[config.mk]
export PLATFORM = sky130hd
export DESIGN_NAME = ipv4_pkt_gen
export DESIGN_NICKNAME = d
export VERILOG_FILES = /design/src/pkt_gen_pkg.sv /design/src/ipv4_frame_builder.sv /design/src/ipv4_pkt_gen.sv /design/src/pkt_gen_regs.sv /design/src/pkt_gen_sequencer.sv
export SDC_FILE = /design/constraint.sdc
export NUM_CORES = 1
export LEC_CHECK = 0
export BUFFER_PORTS_ARGS = -buffer_cell sky130_fd_sc_hd__buf_2
export CAP_MARGIN = 20
export CELL_PAD_IN_SITES_DETAIL_PLACEMENT = 1
export CELL_PAD_IN_SITES_GLOBAL_PLACEMENT = 1
export CORE_MARGIN = 4
export CORE_UTILIZATION = 30
export DETAILED_ROUTE_END_ITERATION = 10
export HOLD_SLACK_MARGIN = 0.02
export PLACE_DENSITY = 0.59
export SETUP_SLACK_MARGIN = 0.02
export SYNTH_ARGS = -nofsm -noshare
export SYNTH_HDL_FRONTEND = slang
export SYNTH_SLANG_ARGS = --single-unit
[constraint.sdc]
create_clock -name clk_ifc_avmm -period 9.9 [get_ports clk_ifc_avmm]
set_clock_uncertainty 0.05 [all_clocks]
set_input_delay 0.99 -clock clk_ifc_avmm [delete_from_list [all_inputs] [get_ports clk_ifc_avmm]]
set_output_delay 0.99 -clock clk_ifc_avmm [all_outputs]
set_load 0.005 [all_outputs]
[src/pkt_gen_pkg.sv]
/* Shared constants, register map and struct types of the IPv4/UDP test-frame generator.
   Every design file refers to these by scoped name. */
package pkt_gen_pkg;

    //////////////////////////////////////////////////
    // Frame geometry

    localparam int PAYLOAD_WORDS = 8;                   // 32-bit payload words per frame
    localparam int ETH_HDR_BYTES = 14;
    localparam int IP_HDR_BYTES  = 20;
    localparam int HDR_BYTES     = ETH_HDR_BYTES + IP_HDR_BYTES;
    localparam int FRAME_BYTES   = HDR_BYTES + 4 * PAYLOAD_WORDS;
    localparam int BYTE_CNT_W    = $clog2(FRAME_BYTES);

    // Shaper charge per frame, frame length in the 16.16 format
    localparam logic [31:0] SHAPER_CHARGE = 32'(FRAME_BYTES) << 16;

    //////////////////////////////////////////////////
    // Fixed header fields

    localparam logic [15:0] IP_TOTAL_LEN  = 16'(IP_HDR_BYTES + 4 * PAYLOAD_WORDS);
    localparam logic [47:0] SRC_MAC       = 48'haa_aa_aa_aa_bb_aa;
    localparam logic [15:0] ETH_TYPE_IPV4 = 16'h0800;
    localparam logic [7:0]  IP_VER_IHL    = 8'h45;      // Version 4, five header words
    localparam logic [2:0]  IP_FLAGS_DF   = 3'b010;     // Don't fragment

    //////////////////////////////////////////////////
    // Register map

    localparam logic [3:0] REG_CTRL       = 4'd0;       // bit0 start, bit1 continuous
    localparam logic [3:0] REG_NUM_PKTS   = 4'd1;
    localparam logic [3:0] REG_SHAPER_DEC = 4'd2;       // 15.16 decrement per cycle
    localparam logic [3:0] REG_DSCP_ECN   = 4'd3;       // dscp in 7:2, ecn in 1:0
    localparam logic [3:0] REG_IDENT      = 4'd4;
    localparam logic [3:0] REG_TTL_PROTO  = 4'd5;       // ttl in 15:8, protocol in 7:0
    localparam logic [3:0] REG_SRC_IP     = 4'd6;
    localparam logic [3:0] REG_DST_IP     = 4'd7;
    localparam logic [3:0] REG_DST_MAC_HI = 4'd8;
    localparam logic [3:0] REG_DST_MAC_LO = 4'd9;
    localparam logic [3:0] REG_STATUS     = 4'd10;      // Read only
    localparam logic [3:0] REG_SENT       = 4'd11;      // Read only
    localparam logic [3:0] REG_REMAINING  = 4'd12;      // Read only, frames left in a run

    //////////////////////////////////////////////////
    // Types

    typedef struct packed {
        logic [3:0]  address;
        logic        write;
        logic        read;
        logic [31:0] writedata;
    } avmm_req_t;

    typedef struct packed {
        logic [5:0]  dscp;
        logic [1:0]  ecn;
        logic [15:0] identification;
        logic [7:0]  ttl;
        logic [7:0]  protocol;
        logic [31:0] src_ip;
        logic [31:0] dst_ip;
        logic [47:0] dst_mac;
    } ip_hdr_cfg_t;

    typedef struct packed {
        logic [31:0] num_packets;
        logic        continuous;
        logic [30:0] shaper_dec;
    } seq_cfg_t;

    typedef enum logic [1:0] {
        ST_IDLE,
        ST_WAIT_HEADER,
        ST_SEND,
        ST_WAIT_DONE
    } seq_state_t;

endpackage

[src/ipv4_frame_builder.sv]
/* Serialises one Ethernet/IPv4 frame per request as a byte stream with valid, ready
   and last. Header fields are latched at the request, the payload repeats the packet id. */
`timescale 1ns/1ns

module ipv4_frame_builder (
    input  logic                      clk_ifc_avmm,
    input  logic                      rst_n,
    input  logic                      frame_req,
    input  logic [31:0]               packet_id,
    input  pkt_gen_pkg::ip_hdr_cfg_t  hdr_cfg,
    output logic [7:0]                tdata,
    output logic                      tvalid,
    input  logic                      tready,
    output logic                      tlast,
    output logic                      frame_done
);

    pkt_gen_pkg::ip_hdr_cfg_t                hdr_q;
    logic [31:0]                             pid_q;
    logic [15:0]                             csum_q;
    logic [pkt_gen_pkg::BYTE_CNT_W-1:0]      byte_cnt;
    logic [pkt_gen_pkg::HDR_BYTES*8-1:0]     hdr_vec;
    logic [1:0]                              pay_lane;
    logic [19:0]                             csum_sum;
    logic [16:0]                             csum_fold;
    logic [15:0]                             csum_calc;
    logic                                    accept;

    //////////////////////////////////////////////////
    // IPv4 header checksum

    // Ones'-complement sum of the header words, checksum word taken as zero
    always_comb begin
        csum_sum = 20'({pkt_gen_pkg::IP_VER_IHL, hdr_cfg.dscp, hdr_cfg.ecn})
                 + 20'(pkt_gen_pkg::IP_TOTAL_LEN)
                 + 20'(hdr_cfg.identification)
                 + 20'({pkt_gen_pkg::IP_FLAGS_DF, 13'd0})
                 + 20'({hdr_cfg.ttl, hdr_cfg.protocol})
                 + 20'(hdr_cfg.src_ip[31:16])
                 + 20'(hdr_cfg.src_ip[15:0])
                 + 20'(hdr_cfg.dst_ip[31:16])
                 + 20'(hdr_cfg.dst_ip[15:0]);
        csum_fold = 17'(csum_sum[15:0]) + 17'(csum_sum[19:16]);
        csum_calc = ~(csum_fold[15:0] + 16'(csum_fold[16]));   // Second fold, then invert
    end

    // Latched at the request so the frame is stable against register writes
    always_ff @(posedge clk_ifc_avmm) begin
        if (frame_req) begin
            hdr_q  <= hdr_cfg;
            pid_q  <= packet_id;
            csum_q <= csum_calc;
        end
    end

    //////////////////////////////////////////////////
    // Byte selection

    // Both headers in network order, first byte in the top lane
    assign hdr_vec = {
        hdr_q.dst_mac,
        pkt_gen_pkg::SRC_MAC,
        pkt_gen_pkg::ETH_TYPE_IPV4,
        pkt_gen_pkg::IP_VER_IHL,
        hdr_q.dscp,
        hdr_q.ecn,
        pkt_gen_pkg::IP_TOTAL_LEN,
        hdr_q.identification,
        pkt_gen_pkg::IP_FLAGS_DF,
        13'd0,                                  // Fragment offset
        hdr_q.ttl,
        hdr_q.protocol,
        csum_q,
        hdr_q.src_ip,
        hdr_q.dst_ip
    };

    assign pay_lane = 2'(byte_cnt - pkt_gen_pkg::BYTE_CNT_W'(pkt_gen_pkg::HDR_BYTES));

    always_comb begin
        if (byte_cnt < pkt_gen_pkg::BYTE_CNT_W'(pkt_gen_pkg::HDR_BYTES)) begin
            tdata = hdr_vec[(pkt_gen_pkg::HDR_BYTES - 1 - byte_cnt) * 8 +: 8];
        end else begin
            tdata = pid_q[(3 - pay_lane) * 8 +: 8];  // Big-endian payload word
        end
    end

    //////////////////////////////////////////////////
    // Stream control

    assign accept     = tvalid && tready;
    assign tlast      = tvalid
                     && (byte_cnt == pkt_gen_pkg::BYTE_CNT_W'(pkt_gen_pkg::FRAME_BYTES - 1));
    assign frame_done = accept && tlast;

    always_ff @(posedge clk_ifc_avmm or negedge rst_n) begin
        if (!rst_n) begin
            tvalid   <= 1'b0;
            byte_cnt <= '0;
        end else if (frame_req) begin
            tvalid   <= 1'b1;
            byte_cnt <= '0;
        end else if (accept) begin
            if (tlast) begin
                tvalid   <= 1'b0;
                byte_cnt <= '0;
            end else begin
                byte_cnt <= byte_cnt + 1'b1;
            end
        end
    end

endmodule

[src/ipv4_pkt_gen.sv]
/* Top level of the IPv4/UDP test-frame generator. Connects the register bank,
   the send sequencer and the frame builder. */
`timescale 1ns/1ns

module ipv4_pkt_gen (
    input  logic                    clk_ifc_avmm,
    input  logic                    rst_n,
    input  pkt_gen_pkg::avmm_req_t  avmm_req,
    output logic [31:0]             readdata,
    output logic                    readdatavalid,
    output logic [7:0]              tdata,
    output logic                    tvalid,
    input  logic                    tready,
    output logic                    tlast
);

    pkt_gen_pkg::seq_cfg_t     seq_cfg;
    pkt_gen_pkg::ip_hdr_cfg_t  hdr_cfg;
    pkt_gen_pkg::seq_state_t   state;
    logic                      start;
    logic                      frame_req;
    logic                      frame_done;
    logic [31:0]               packet_id;
    logic [31:0]               remaining;
    logic [31:0]               sent_count;

    pkt_gen_regs u_regs (
        .clk_ifc_avmm  (clk_ifc_avmm),
        .rst_n         (rst_n),
        .avmm_req      (avmm_req),
        .readdata      (readdata),
        .readdatavalid (readdatavalid),
        .seq_cfg       (seq_cfg),
        .start         (start),
        .hdr_cfg       (hdr_cfg),
        .state         (state),
        .remaining     (remaining),
        .sent_count    (sent_count)
    );

    pkt_gen_sequencer u_sequencer (
        .clk_ifc_avmm (clk_ifc_avmm),
        .rst_n        (rst_n),
        .seq_cfg      (seq_cfg),
        .start        (start),
        .frame_done   (frame_done),
        .frame_req    (frame_req),
        .packet_id    (packet_id),
        .state        (state),
        .remaining    (remaining),
        .sent_count   (sent_count)
    );

    ipv4_frame_builder u_builder (
        .clk_ifc_avmm (clk_ifc_avmm),
        .rst_n        (rst_n),
        .frame_req    (frame_req),
        .packet_id    (packet_id),
        .hdr_cfg      (hdr_cfg),
        .tdata        (tdata),
        .tvalid       (tvalid),
        .tready       (tready),
        .tlast        (tlast),
        .frame_done   (frame_done)
    );

endmodule

[src/pkt_gen_regs.sv]
/* Avalon-MM register bank of the frame generator. Holds the header and run settings,
   raises the start strobe and returns read data one cycle after each read. */
`timescale 1ns/1ns

module pkt_gen_regs (
    input  logic                      clk_ifc_avmm,
    input  logic                      rst_n,
    input  pkt_gen_pkg::avmm_req_t    avmm_req,
    output logic [31:0]               readdata,
    output logic                      readdatavalid,
    output pkt_gen_pkg::seq_cfg_t     seq_cfg,
    output logic                      start,
    output pkt_gen_pkg::ip_hdr_cfg_t  hdr_cfg,
    input  pkt_gen_pkg::seq_state_t   state,
    input  logic [31:0]               remaining,
    input  logic [31:0]               sent_count
);

    logic        wr_ctrl;
    logic [31:0] rd_mux;
    logic [31:0] status_word;

    assign wr_ctrl = avmm_req.write && (avmm_req.address == pkt_gen_pkg::REG_CTRL);
    assign start   = wr_ctrl && avmm_req.writedata[0];   // Same cycle as the write

    assign status_word = {state != pkt_gen_pkg::ST_IDLE, 29'd0, state};

    //////////////////////////////////////////////////
    // Write decode

    always_ff @(posedge clk_ifc_avmm or negedge rst_n) begin
        if (!rst_n) begin
            seq_cfg <= '0;
            hdr_cfg <= '0;
        end else if (avmm_req.write) begin
            case (avmm_req.address)
                pkt_gen_pkg::REG_CTRL:       seq_cfg.continuous  <= avmm_req.writedata[1];
                pkt_gen_pkg::REG_NUM_PKTS:   seq_cfg.num_packets <= avmm_req.writedata;
                pkt_gen_pkg::REG_SHAPER_DEC: seq_cfg.shaper_dec  <= avmm_req.writedata[30:0];
                pkt_gen_pkg::REG_DSCP_ECN: begin
                    hdr_cfg.dscp <= avmm_req.writedata[7:2];
                    hdr_cfg.ecn  <= avmm_req.writedata[1:0];
                end
                pkt_gen_pkg::REG_IDENT:      hdr_cfg.identification <= avmm_req.writedata[15:0];
                pkt_gen_pkg::REG_TTL_PROTO: begin
                    hdr_cfg.ttl      <= avmm_req.writedata[15:8];
                    hdr_cfg.protocol <= avmm_req.writedata[7:0];
                end
                pkt_gen_pkg::REG_SRC_IP:     hdr_cfg.src_ip <= avmm_req.writedata;
                pkt_gen_pkg::REG_DST_IP:     hdr_cfg.dst_ip <= avmm_req.writedata;
                pkt_gen_pkg::REG_DST_MAC_HI: hdr_cfg.dst_mac[47:32] <= avmm_req.writedata[15:0];
                pkt_gen_pkg::REG_DST_MAC_LO: hdr_cfg.dst_mac[31:0]  <= avmm_req.writedata;
                default: ;                                   // Read-only and unused addresses
            endcase
        end
    end

    //////////////////////////////////////////////////
    // Read mux

    always_comb begin
        case (avmm_req.address)
            pkt_gen_pkg::REG_CTRL:       rd_mux = {30'd0, seq_cfg.continuous, 1'b0};
            pkt_gen_pkg::REG_NUM_PKTS:   rd_mux = seq_cfg.num_packets;
            pkt_gen_pkg::REG_SHAPER_DEC: rd_mux = {1'b0, seq_cfg.shaper_dec};
            pkt_gen_pkg::REG_DSCP_ECN:   rd_mux = {24'd0, hdr_cfg.dscp, hdr_cfg.ecn};
            pkt_gen_pkg::REG_IDENT:      rd_mux = {16'd0, hdr_cfg.identification};
            pkt_gen_pkg::REG_TTL_PROTO:  rd_mux = {16'd0, hdr_cfg.ttl, hdr_cfg.protocol};
            pkt_gen_pkg::REG_SRC_IP:     rd_mux = hdr_cfg.src_ip;
            pkt_gen_pkg::REG_DST_IP:     rd_mux = hdr_cfg.dst_ip;
            pkt_gen_pkg::REG_DST_MAC_HI: rd_mux = {16'd0, hdr_cfg.dst_mac[47:32]};
            pkt_gen_pkg::REG_DST_MAC_LO: rd_mux = hdr_cfg.dst_mac[31:0];
            pkt_gen_pkg::REG_STATUS:     rd_mux = status_word;
            pkt_gen_pkg::REG_SENT:       rd_mux = sent_count;
            pkt_gen_pkg::REG_REMAINING:  rd_mux = remaining;
            default:                     rd_mux = 32'd0;
        endcase
    end

    always_ff @(posedge clk_ifc_avmm or negedge rst_n) begin
        if (!rst_n) begin
            readdata      <= 32'd0;
            readdatavalid <= 1'b0;
        end else begin
            readdatavalid <= avmm_req.read;
            if (avmm_req.read) begin
                readdata <= rd_mux;
            end
        end
    end

endmodule

[src/pkt_gen_sequencer.sv]
/* Send sequencer. Runs counted or continuous sending, numbers the frames and
   paces continuous mode with a signed 16.16 leaky-bucket shaper. */
`timescale 1ns/1ns

module pkt_gen_sequencer (
    input  logic                     clk_ifc_avmm,
    input  logic                     rst_n,
    input  pkt_gen_pkg::seq_cfg_t    seq_cfg,
    input  logic                     start,
    input  logic                     frame_done,
    output logic                     frame_req,
    output logic [31:0]              packet_id,
    output pkt_gen_pkg::seq_state_t  state,
    output logic [31:0]              remaining,
    output logic [31:0]              sent_count
);

    logic [31:0] shaper_accum;                  // Signed 16.16
    logic [32:0] shaper_sum;
    logic [31:0] shaper_next;
    logic        shaper_negative;

    assign shaper_negative = shaper_accum[31];

    //////////////////////////////////////////////////
    // Shaper

    // One extra bit catches overflow of the 32-bit range in either direction
    always_comb begin
        if (frame_req) begin
            shaper_sum = {shaper_accum[31], shaper_accum} + {1'b0, pkt_gen_pkg::SHAPER_CHARGE};
        end else begin
            shaper_sum = {shaper_accum[31], shaper_accum} - {2'b00, seq_cfg.shaper_dec};
        end

        if (shaper_sum[32] == shaper_sum[31]) begin
            shaper_next = shaper_sum[31:0];
        end else if (shaper_sum[32]) begin
            shaper_next = 32'h8000_0000;        // Floor at most negative
        end else begin
            shaper_next = 32'h7fff_ffff;
        end
    end

    always_ff @(posedge clk_ifc_avmm or negedge rst_n) begin
        if (!rst_n) begin
            shaper_accum <= 32'd0;
        end else if (state == pkt_gen_pkg::ST_IDLE) begin
            shaper_accum <= 32'd0;
        end else begin
            shaper_accum <= shaper_next;
        end
    end

    //////////////////////////////////////////////////
    // Send FSM

    always_ff @(posedge clk_ifc_avmm or negedge rst_n) begin
        if (!rst_n) begin
            state      <= pkt_gen_pkg::ST_IDLE;
            frame_req  <= 1'b0;
            packet_id  <= 32'd0;
            remaining  <= 32'd0;
            sent_count <= 32'd0;
        end else begin
            frame_req <= 1'b0;
            case (state)
                pkt_gen_pkg::ST_IDLE: begin
                    if (start) begin
                        packet_id  <= 32'd0;
                        remaining  <= seq_cfg.num_packets;
                        sent_count <= 32'd0;
                        state      <= pkt_gen_pkg::ST_WAIT_HEADER;
                    end
                end

                pkt_gen_pkg::ST_WAIT_HEADER: begin
                    if (seq_cfg.continuous) begin
                        remaining <= 32'd0;             // Zero count marks a continuous run
                        if (shaper_negative) begin
                            frame_req <= 1'b1;
                            state     <= pkt_gen_pkg::ST_SEND;
                        end
                    end else if (remaining == 32'd0) begin
                        state <= pkt_gen_pkg::ST_IDLE;  // Count reached or continuous stopped
                    end else begin
                        frame_req <= 1'b1;
                        state     <= pkt_gen_pkg::ST_SEND;
                    end
                end

                // Builder latches the id on this edge
                pkt_gen_pkg::ST_SEND: begin
                    packet_id <= packet_id + 32'd1;
                    if (remaining != 32'd0) begin
                        remaining <= remaining - 32'd1;
                    end
                    state <= pkt_gen_pkg::ST_WAIT_DONE;
                end

                pkt_gen_pkg::ST_WAIT_DONE: begin
                    if (frame_done) begin
                        if (sent_count != 32'hffff_ffff) begin
                            sent_count <= sent_count + 32'd1;
                        end
                        state <= pkt_gen_pkg::ST_WAIT_HEADER;
                    end
                end

                default: state <= pkt_gen_pkg::ST_IDLE;
            endcase
        end
    end

endmodule

==> results of run 1 <==
-- per-layer routing --
metal / GRT usage [%] / wire length (µm) / part of all wire, %
met1: 29.4 / 52000 / 44
met5: 0 / 0 / 0
met4: 8.16 / 4690 / 4.0
met2: 34.9 / 55100 / 46
met3: 3.26 / 6950 / 5.8
-- synth_stat cells, drive strengths merged (59+ instances only) --
cell type	number
dfrtp	388
mux2	228
edfxtp	200
inv	185
nor2	159
o21ai	157
nand2	144
a21oi	125
a22oi	97
clkbuf	92
ha	78
fa	74
nand3	72
xnor2	60
nor3	59
-- worst paths after layout --
kind,start,end
min in group clk_ifc_avmm,u_regs.hdr_cfg[28],u_builder.hdr_q[28]
max reg2reg,u_regs.hdr_cfg[146],u_builder.csum_q[15]
max,u_regs.hdr_cfg[146],u_builder.csum_q[15]
min,rst_n,u_sequencer.packet_id[31]
max in group asynchronous,rst_n,u_regs.readdata[21]
min reg2reg,u_regs.hdr_cfg[28],u_builder.hdr_q[28]
-- flip-flops by register name, indices dropped and copies added, names as in the netlist --
signal                    count
u_regs.seq_cfg               64
u_regs.readdatavalid          1
u_builder.byte_cnt            7
u_sequencer.frame_req         1
u_builder.hdr_q             152
u_sequencer.shaper_accum     32
u_sequencer.remaining        32
u_sequencer.packet_id        32
u_builder.pid_q              32
u_builder.tvalid              1
u_regs.hdr_cfg              152
u_sequencer.state             2
u_builder.csum_q             16
u_sequencer.sent_count       32
u_regs.readdata              32
-- metrics by stage --
stage / setup slack, ns / util (%) / instances
floorplan: 1.42 / - / 2685
global placement: 0.754 / 32.5 / 4065
detailed placement: 0.567 / 32.5 / 4065
CTS: 0.533 / 34.8 / 4199
global route: 0.0693 / 34.9 / 4202
finish: 0.612 / 34.9 / 4203
-- repair_timing --
item,CTS,global route
resized for setup,0,2
endpoints found under the setup margin,0,1
hold buffers,0,0
-- worst max-delay path: cells and delay by family, from the launching register on --
family          cells  cell delay (ns)
flops               1             0.44
simple gates        8             2.06
fa+ha+maj           8             3.39
xor+xnor            3             0.46
buf+inv             2             0.10
compound gates     11             2.49
-- cell type report --
| class | count | area, µm² |
|---|---|---|
| fillers | 11227 | 66700 |
| flip-flops and latches | 588 | 15700 |
| multi-input cells | 1788 | 14300 |
| clock buffers | 104 | 2070 |
| well taps | 1368 | 1710 |
| repair buffers | 137 | 888 |
| inverters | 187 | 702 |
| clock inverters | 30 | 337 |
| diodes | 1 | 2.50 |
-- kinds of logic (layout without fill, tap and decap cells) --
group	count (synthesis)	in the layout	share of synthesized area (%)
xor+xnor	119	119	3.39
compound gates	625	625	13.4
buf+inv	309	458	3.80
fa+ha+maj	153	153	7.91
mux	288	288	11.7
flops	588	588	50.4
other cells	0	1	0
simple gates	603	603	9.41
==> run_summary.xml, run 1 <==
<?xml version="1.0" encoding="UTF-8"?>
<metrics>
  <group name="sta">
    <metric name="max_clock_freq" unit="MHz">108</metric>
    <metric name="grt_setup_unrepaired" unit="">false</metric>
    <metric name="worst_margin_pin_slew" unit="ns">1.14</metric>
    <metric name="timing.final.crit_period" unit="ns">9.29</metric>
    <metric name="finalCritPeriodShare" unit="%">93.8</metric>
    <metric name="slew-limit-headroom" unit="%">24.1</metric>
    <metric name="finalSetupViolations" unit="">0</metric>
    <metric name="report.final.hold_viol_count" unit="">0</metric>
    <metric name="slew_violations" unit="">0</metric>
    <metric name="tns" unit="ns">0</metric>
    <metric name="whs" unit="ns">0.294</metric>
  </group>
  <group name="die">
    <metric name="fp.dieW" unit="µm">330</metric>
    <metric name="design.die.area" unit="µm²">109000</metric>
    <metric name="fp-row-count" unit="">117</metric>
    <metric name="initial_utilization" unit="%">30.4</metric>
    <metric name="io_pins" unit="">84</metric>
    <metric name="floorplan.core_area" unit="µm²">102000</metric>
    <metric name="fp.dieH" unit="µm">330</metric>
  </group>
  <group name="clock_network">
    <metric name="clock_sinks" unit="">588</metric>
    <metric name="cts.repair_timing.setup_buffer_count" unit="">0</metric>
    <metric name="cts.htree.levels" unit="">3</metric>
    <metric name="cts_tree" unit="">done</metric>
    <metric name="numCtsBuffers" unit="">72</metric>
    <metric name="clk_latency" unit="ns">0.64</metric>
    <metric name="max-clock-path-buffers" unit="">3</metric>
    <metric name="cts.root.buffer_cell" unit="">clkbuf_16</metric>
    <metric name="worst_setup_hold_path_clk_slew" unit="ns">0.06</metric>
  </group>
  <group name="global_routing">
    <metric name="antenna_found_initial" unit="">8</metric>
    <metric name="pin_count_of_the_biggest_net_entering_global_routing" unit="">169</metric>
    <metric name="first_global_vias" unit="">24482</metric>
    <metric name="first_pass_grt_wire_length" unit="µm">173000</metric>
    <metric name="gr-usage-all-layers" unit="%">21.6</metric>
    <metric name="globalRoute.totalOverflow" unit="">0</metric>
  </group>
  <group name="detailed_routing">
    <metric name="route.detailed.drc" unit="">0</metric>
    <metric name="drt-initial-drc-count" unit="">2205</metric>
    <metric name="ant_nets" unit="">0</metric>
    <metric name="route.vias.total" unit="">23177</metric>
    <metric name="via_per_inst" unit="">5.51</metric>
    <metric name="post_drt_wl_per_cell" unit="µm">28.3</metric>
    <metric name="wl" unit="µm">119000</metric>
    <metric name="dr.pass1.iters" unit="">8</metric>
  </group>
  <group name="synthesis">
    <metric name="yosysUniqueCellTypes" unit="">86</metric>
    <metric name="synth_ff_type" unit="">dfrtp_1</metric>
    <metric name="synthesis.area_per_instance" unit="µm²">11.6</metric>
    <metric name="synth_sequential_area_ratio" unit="%">50.4</metric>
    <metric name="synth-seq-cells" unit="">588</metric>
    <metric name="netlist_area" unit="µm²">31200</metric>
    <metric name="yosys_warnings" unit="">0</metric>
    <metric name="synth_edf_count" unit="">200</metric>
    <metric name="syn-instance-count" unit="">2685</metric>
    <metric name="netlist_top_cells_area" unit="">dfrtp_1 31%, edfxtp_1 19%, mux2_2 8.2%, fa_1 4.8%, ha_1 3.1%</metric>
    <metric name="synth_top_area_share" unit="%">31.1</metric>
    <metric name="synth.net_count" unit="">2878</metric>
    <metric name="synth_top_cell_by_area" unit="">dfrtp_1</metric>
    <metric name="synth_async_sr_flop_share" unit="%">66.0</metric>
  </group>
  <group name="worst_setup_path">
    <metric name="worstSetupEndpointType" unit="">register</metric>
    <metric name="setup_slack_of_the_most_critical_reg_to_reg_path" unit="ns">0.61</metric>
    <metric name="crit_path_frequent_cell" unit="">fa_1</metric>
    <metric name="r2r.worst_path.cells" unit="">32</metric>
    <metric name="crit_required" unit="ns">10.24</metric>
    <metric name="critical-path-max-stage-delay" unit="ns">0.52</metric>
    <metric name="worst_ep_arrival_time" unit="ns">9.63</metric>
    <metric name="criticalPathCategory" unit="">register to register</metric>
    <metric name="worst_setup_path_start_kind" unit="">register</metric>
    <metric name="path_max_fanout" unit="">9</metric>
    <metric name="cp_slowest_cell" unit="">fa_1</metric>
  </group>
  <group name="cells_and_area">
    <metric name="final_std_cell_area_no_fill" unit="µm²">35800</metric>
    <metric name="share_of_cells_above_drive_strength_1" unit="%">19.8</metric>
    <metric name="mostFrequentLayoutCell" unit="">dfrtp_1</metric>
    <metric name="layout-area-overhead-vs-synth" unit="%">14.8</metric>
    <metric name="layout.cells.most_common_list" unit="">385 x dfrtp_1, 228 x mux2_2, 200 x edfxtp_1</metric>
    <metric name="layout.nets" unit="">2967</metric>
  </group>
  <group name="placed_design">
    <metric name="io_buffers" unit="">83</metric>
    <metric name="placed_cell_area" unit="µm²">33300</metric>
    <metric name="detailed_place_hpwl" unit="µm">87600</metric>
    <metric name="place_congestion" unit="">0.921</metric>
  </group>
  <group name="run">
    <metric name="cap_violations" unit="">0</metric>
  </group>
  <group name="hold_path">
    <metric name="worst_hold_path_type" unit="">primary input to async pin</metric>
  </group>
  <group name="run_status">
    <metric name="run_status" unit="">complete, no violations</metric>
  </group>
</metrics>
Power of run 1 is not shown: default switching activity piles up to over one toggle a cycle in this logic, so the estimate is an artifact.
==> run 2, diff against run 1 <==
Settings changed: CORE_ASPECT_RATIO from default to 0.6.
==> run_summary.xml, run 2 (synthesized netlist as in run 1, its figures left out) <==
<?xml version="1.0" encoding="UTF-8"?>
<metrics>
  <group name="run_status">
    <metric name="run_status" unit="">complete, no violations</metric>
  </group>
  <group name="detailed_routing">
    <metric name="route.vias.total" unit="">23990</metric>
    <metric name="route.detailed.drc" unit="">0</metric>
    <metric name="post_drt_wl_per_cell" unit="µm">31.1</metric>
    <metric name="wl" unit="µm">131000</metric>
    <metric name="drt-initial-drc-count" unit="">3040</metric>
    <metric name="dr.pass1.iters" unit="">6</metric>
    <metric name="via_per_inst" unit="">5.69</metric>
    <metric name="ant_nets" unit="">0</metric>
  </group>
  <group name="die">
    <metric name="initial_utilization" unit="%">30.3</metric>
    <metric name="floorplan.core_area" unit="µm²">103000</metric>
    <metric name="fp.dieH" unit="µm">258</metric>
    <metric name="io_pins" unit="">84</metric>
    <metric name="design.die.area" unit="µm²">109000</metric>
    <metric name="fp-row-count" unit="">91</metric>
    <metric name="fp.dieW" unit="µm">424</metric>
  </group>
  <group name="global_routing">
    <metric name="first_global_vias" unit="">23774</metric>
    <metric name="first_pass_grt_wire_length" unit="µm">185000</metric>
    <metric name="gr-usage-all-layers" unit="%">23.5</metric>
    <metric name="globalRoute.totalOverflow" unit="">0</metric>
    <metric name="antenna_found_initial" unit="">22</metric>
    <metric name="pin_count_of_the_biggest_net_entering_global_routing" unit="">147</metric>
  </group>
  <group name="sta">
    <metric name="timing.final.crit_period" unit="ns">9.38</metric>
    <metric name="grt_setup_unrepaired" unit="">false</metric>
    <metric name="slew_violations" unit="">0</metric>
    <metric name="postLayoutSetupSlackWorst" unit="ns">0.525</metric>
    <metric name="worst_margin_pin_slew" unit="ns">1.27</metric>
    <metric name="report.final.hold_viol_count" unit="">0</metric>
    <metric name="max_clock_freq" unit="MHz">107</metric>
    <metric name="finalSetupViolations" unit="">0</metric>
    <metric name="slew-limit-headroom" unit="%">15.1</metric>
    <metric name="finalCritPeriodShare" unit="%">94.7</metric>
    <metric name="tns" unit="ns">0</metric>
  </group>
  <group name="worst_setup_path">
    <metric name="path_max_fanout" unit="">9</metric>
    <metric name="critical-path-max-stage-delay" unit="ns">0.53</metric>
    <metric name="worstReg2RegStart" unit="">u_regs.hdr_cfg[146]</metric>
    <metric name="worst_ep_arrival_time" unit="ns">9.68</metric>
    <metric name="crit_path_frequent_cell" unit="">fa_1</metric>
    <metric name="cp.buffers_inverters" unit="">2</metric>
    <metric name="worst_setup_path_start_kind" unit="">register</metric>
    <metric name="cp_slowest_cell" unit="">fa_1</metric>
    <metric name="cell_family_with_most_cp_delay" unit="">adder cells</metric>
    <metric name="worstSetupEndpointType" unit="">register</metric>
    <metric name="crit_required" unit="ns">10.20</metric>
    <metric name="critPathLaunch" unit="">u_regs.hdr_cfg[146]</metric>
    <metric name="criticalPathCategory" unit="">register to register</metric>
  </group>
  <group name="hold_path">
    <metric name="worst_hold_path_type" unit="">primary input to async pin</metric>
  </group>
  <group name="clock_network">
    <metric name="max-clock-path-buffers" unit="">3</metric>
    <metric name="post_cts_hold_buffer_count" unit="">0</metric>
    <metric name="cts_tree" unit="">done</metric>
    <metric name="worst_setup_hold_path_clk_slew" unit="ns">0.07</metric>
    <metric name="cts.htree.levels" unit="">2</metric>
    <metric name="clock_sinks" unit="">588</metric>
    <metric name="cts.root.buffer_cell" unit="">clkbuf_16</metric>
    <metric name="numCtsBuffers" unit="">60</metric>
    <metric name="clk_latency" unit="ns">0.65</metric>
  </group>
  <group name="cells_and_area">
    <metric name="layout.cells.most_common_list" unit="">385 x dfrtp_1, 228 x mux2_2, 200 x edfxtp_1</metric>
    <metric name="layout-area-overhead-vs-synth" unit="%">14.0</metric>
    <metric name="layout.nets" unit="">2954</metric>
    <metric name="final_std_cell_area_no_fill" unit="µm²">35500</metric>
    <metric name="share_of_cells_above_drive_strength_1" unit="%">19.7</metric>
    <metric name="fillers" unit="">11234</metric>
    <metric name="mostFrequentLayoutCell" unit="">dfrtp_1</metric>
    <metric name="reg_top3" unit="">u_builder.hdr_q (152), u_regs.hdr_cfg (152), u_regs.seq_cfg (64)</metric>
  </group>
  <group name="placed_design">
    <metric name="place_congestion" unit="">0.971</metric>
    <metric name="place_worst_setup_slack" unit="ns">0.149</metric>
    <metric name="io_buffers" unit="">83</metric>
    <metric name="placed_cell_area" unit="µm²">33400</metric>
    <metric name="detailed_place_hpwl" unit="µm">98800</metric>
  </group>
  <group name="run">
    <metric name="cap_violations" unit="">0</metric>
  </group>
</metrics>
## run 2: changes by cell type in the layout (fill, tap and decap cells not counted), moves of 3 or more
| cell | change |
|---|---|
| clkinv_1 | +3 |
| clkbuf_8 | -9 |
| clkinv_4 | +3 |
| buf_4 | -4 |
| diode_2 | +5 |
| bufinv_16 | +5 |
| clkbuf_16 | -11 |
| a21oi_2 | +4 |
| a21oi_1 | -4 |
| clkbuf_1 | -8 |
## run 2: metrics by stage
stage | hold slack (ns) | util (%) | std cells
floorplan | 0.390 | - | 2685
global placement | 0.403 | 32.4 | 4086
detailed placement | 0.413 | 32.4 | 4090
CTS | 0.388 | 34.4 | 4203
global route | 0.414 | 34.5 | 4208
finish | 0.350 | 34.5 | 4213
## run 2: worst register-to-register path, delay by kind of cell, from the launching register on
family          cells  cell delay, ns
compound gates     11            2.40
xor+xnor            3            0.46
fa+ha+maj           8            3.46
buf+inv             2            0.11
flops               1            0.48
simple gates        8            2.13
## run 2: path summary, 6_finish.rpt
path / cells past startpoint / slack (ns) / endpoint
max: 32 / 0.52 / u_builder.csum_q[15]
min: 1 / 0.35 / u_regs.hdr_cfg[132]
max reg2reg: 32 / 0.52 / u_builder.csum_q[15]
min reg2reg: 0 / 0.42 / u_builder.pid_q[31]
max in group asynchronous: 3 / 7.35 / u_sequencer.sent_count[27]
min in group clk_ifc_avmm: 0 / 0.42 / u_builder.pid_q[31]
## run 2: per-layer routing
metal | vias up | wire, µm | global-route usage [%]
met3 | 154 | 17200 | 9.55
met4 | 6 | 2550 | 4.47
met1 | 12710 | 62700 | 36.9
met5 | - | 40 | 0
met2 | 1081 | 48400 | 29.4
li1 | 10039 | - | -
## run 2: final cells by class
type	instances	area [µm²]	area share, %
repair buffers	136	912	2.57
clock inverters	37	422	1.19
clock buffers	76	1640	4.62
well taps	1395	1750	4.91
multi-input cells	1788	14400	40.5
flip-flops and latches	588	15700	44.2
inverters	187	702	1.97
diodes	6	15.0	0.0422
## run 2: repair_timing
| item | CTS | global route |
|---|---|---|
| setup endpoints to repair | 0 | 5 |
| gates resized for setup | 0 | 12 |
| endpoints found under the hold margin | 0 | 0 |
| buffers inserted | 0 | 0 |
Power of run 2 is left out for the same reason.
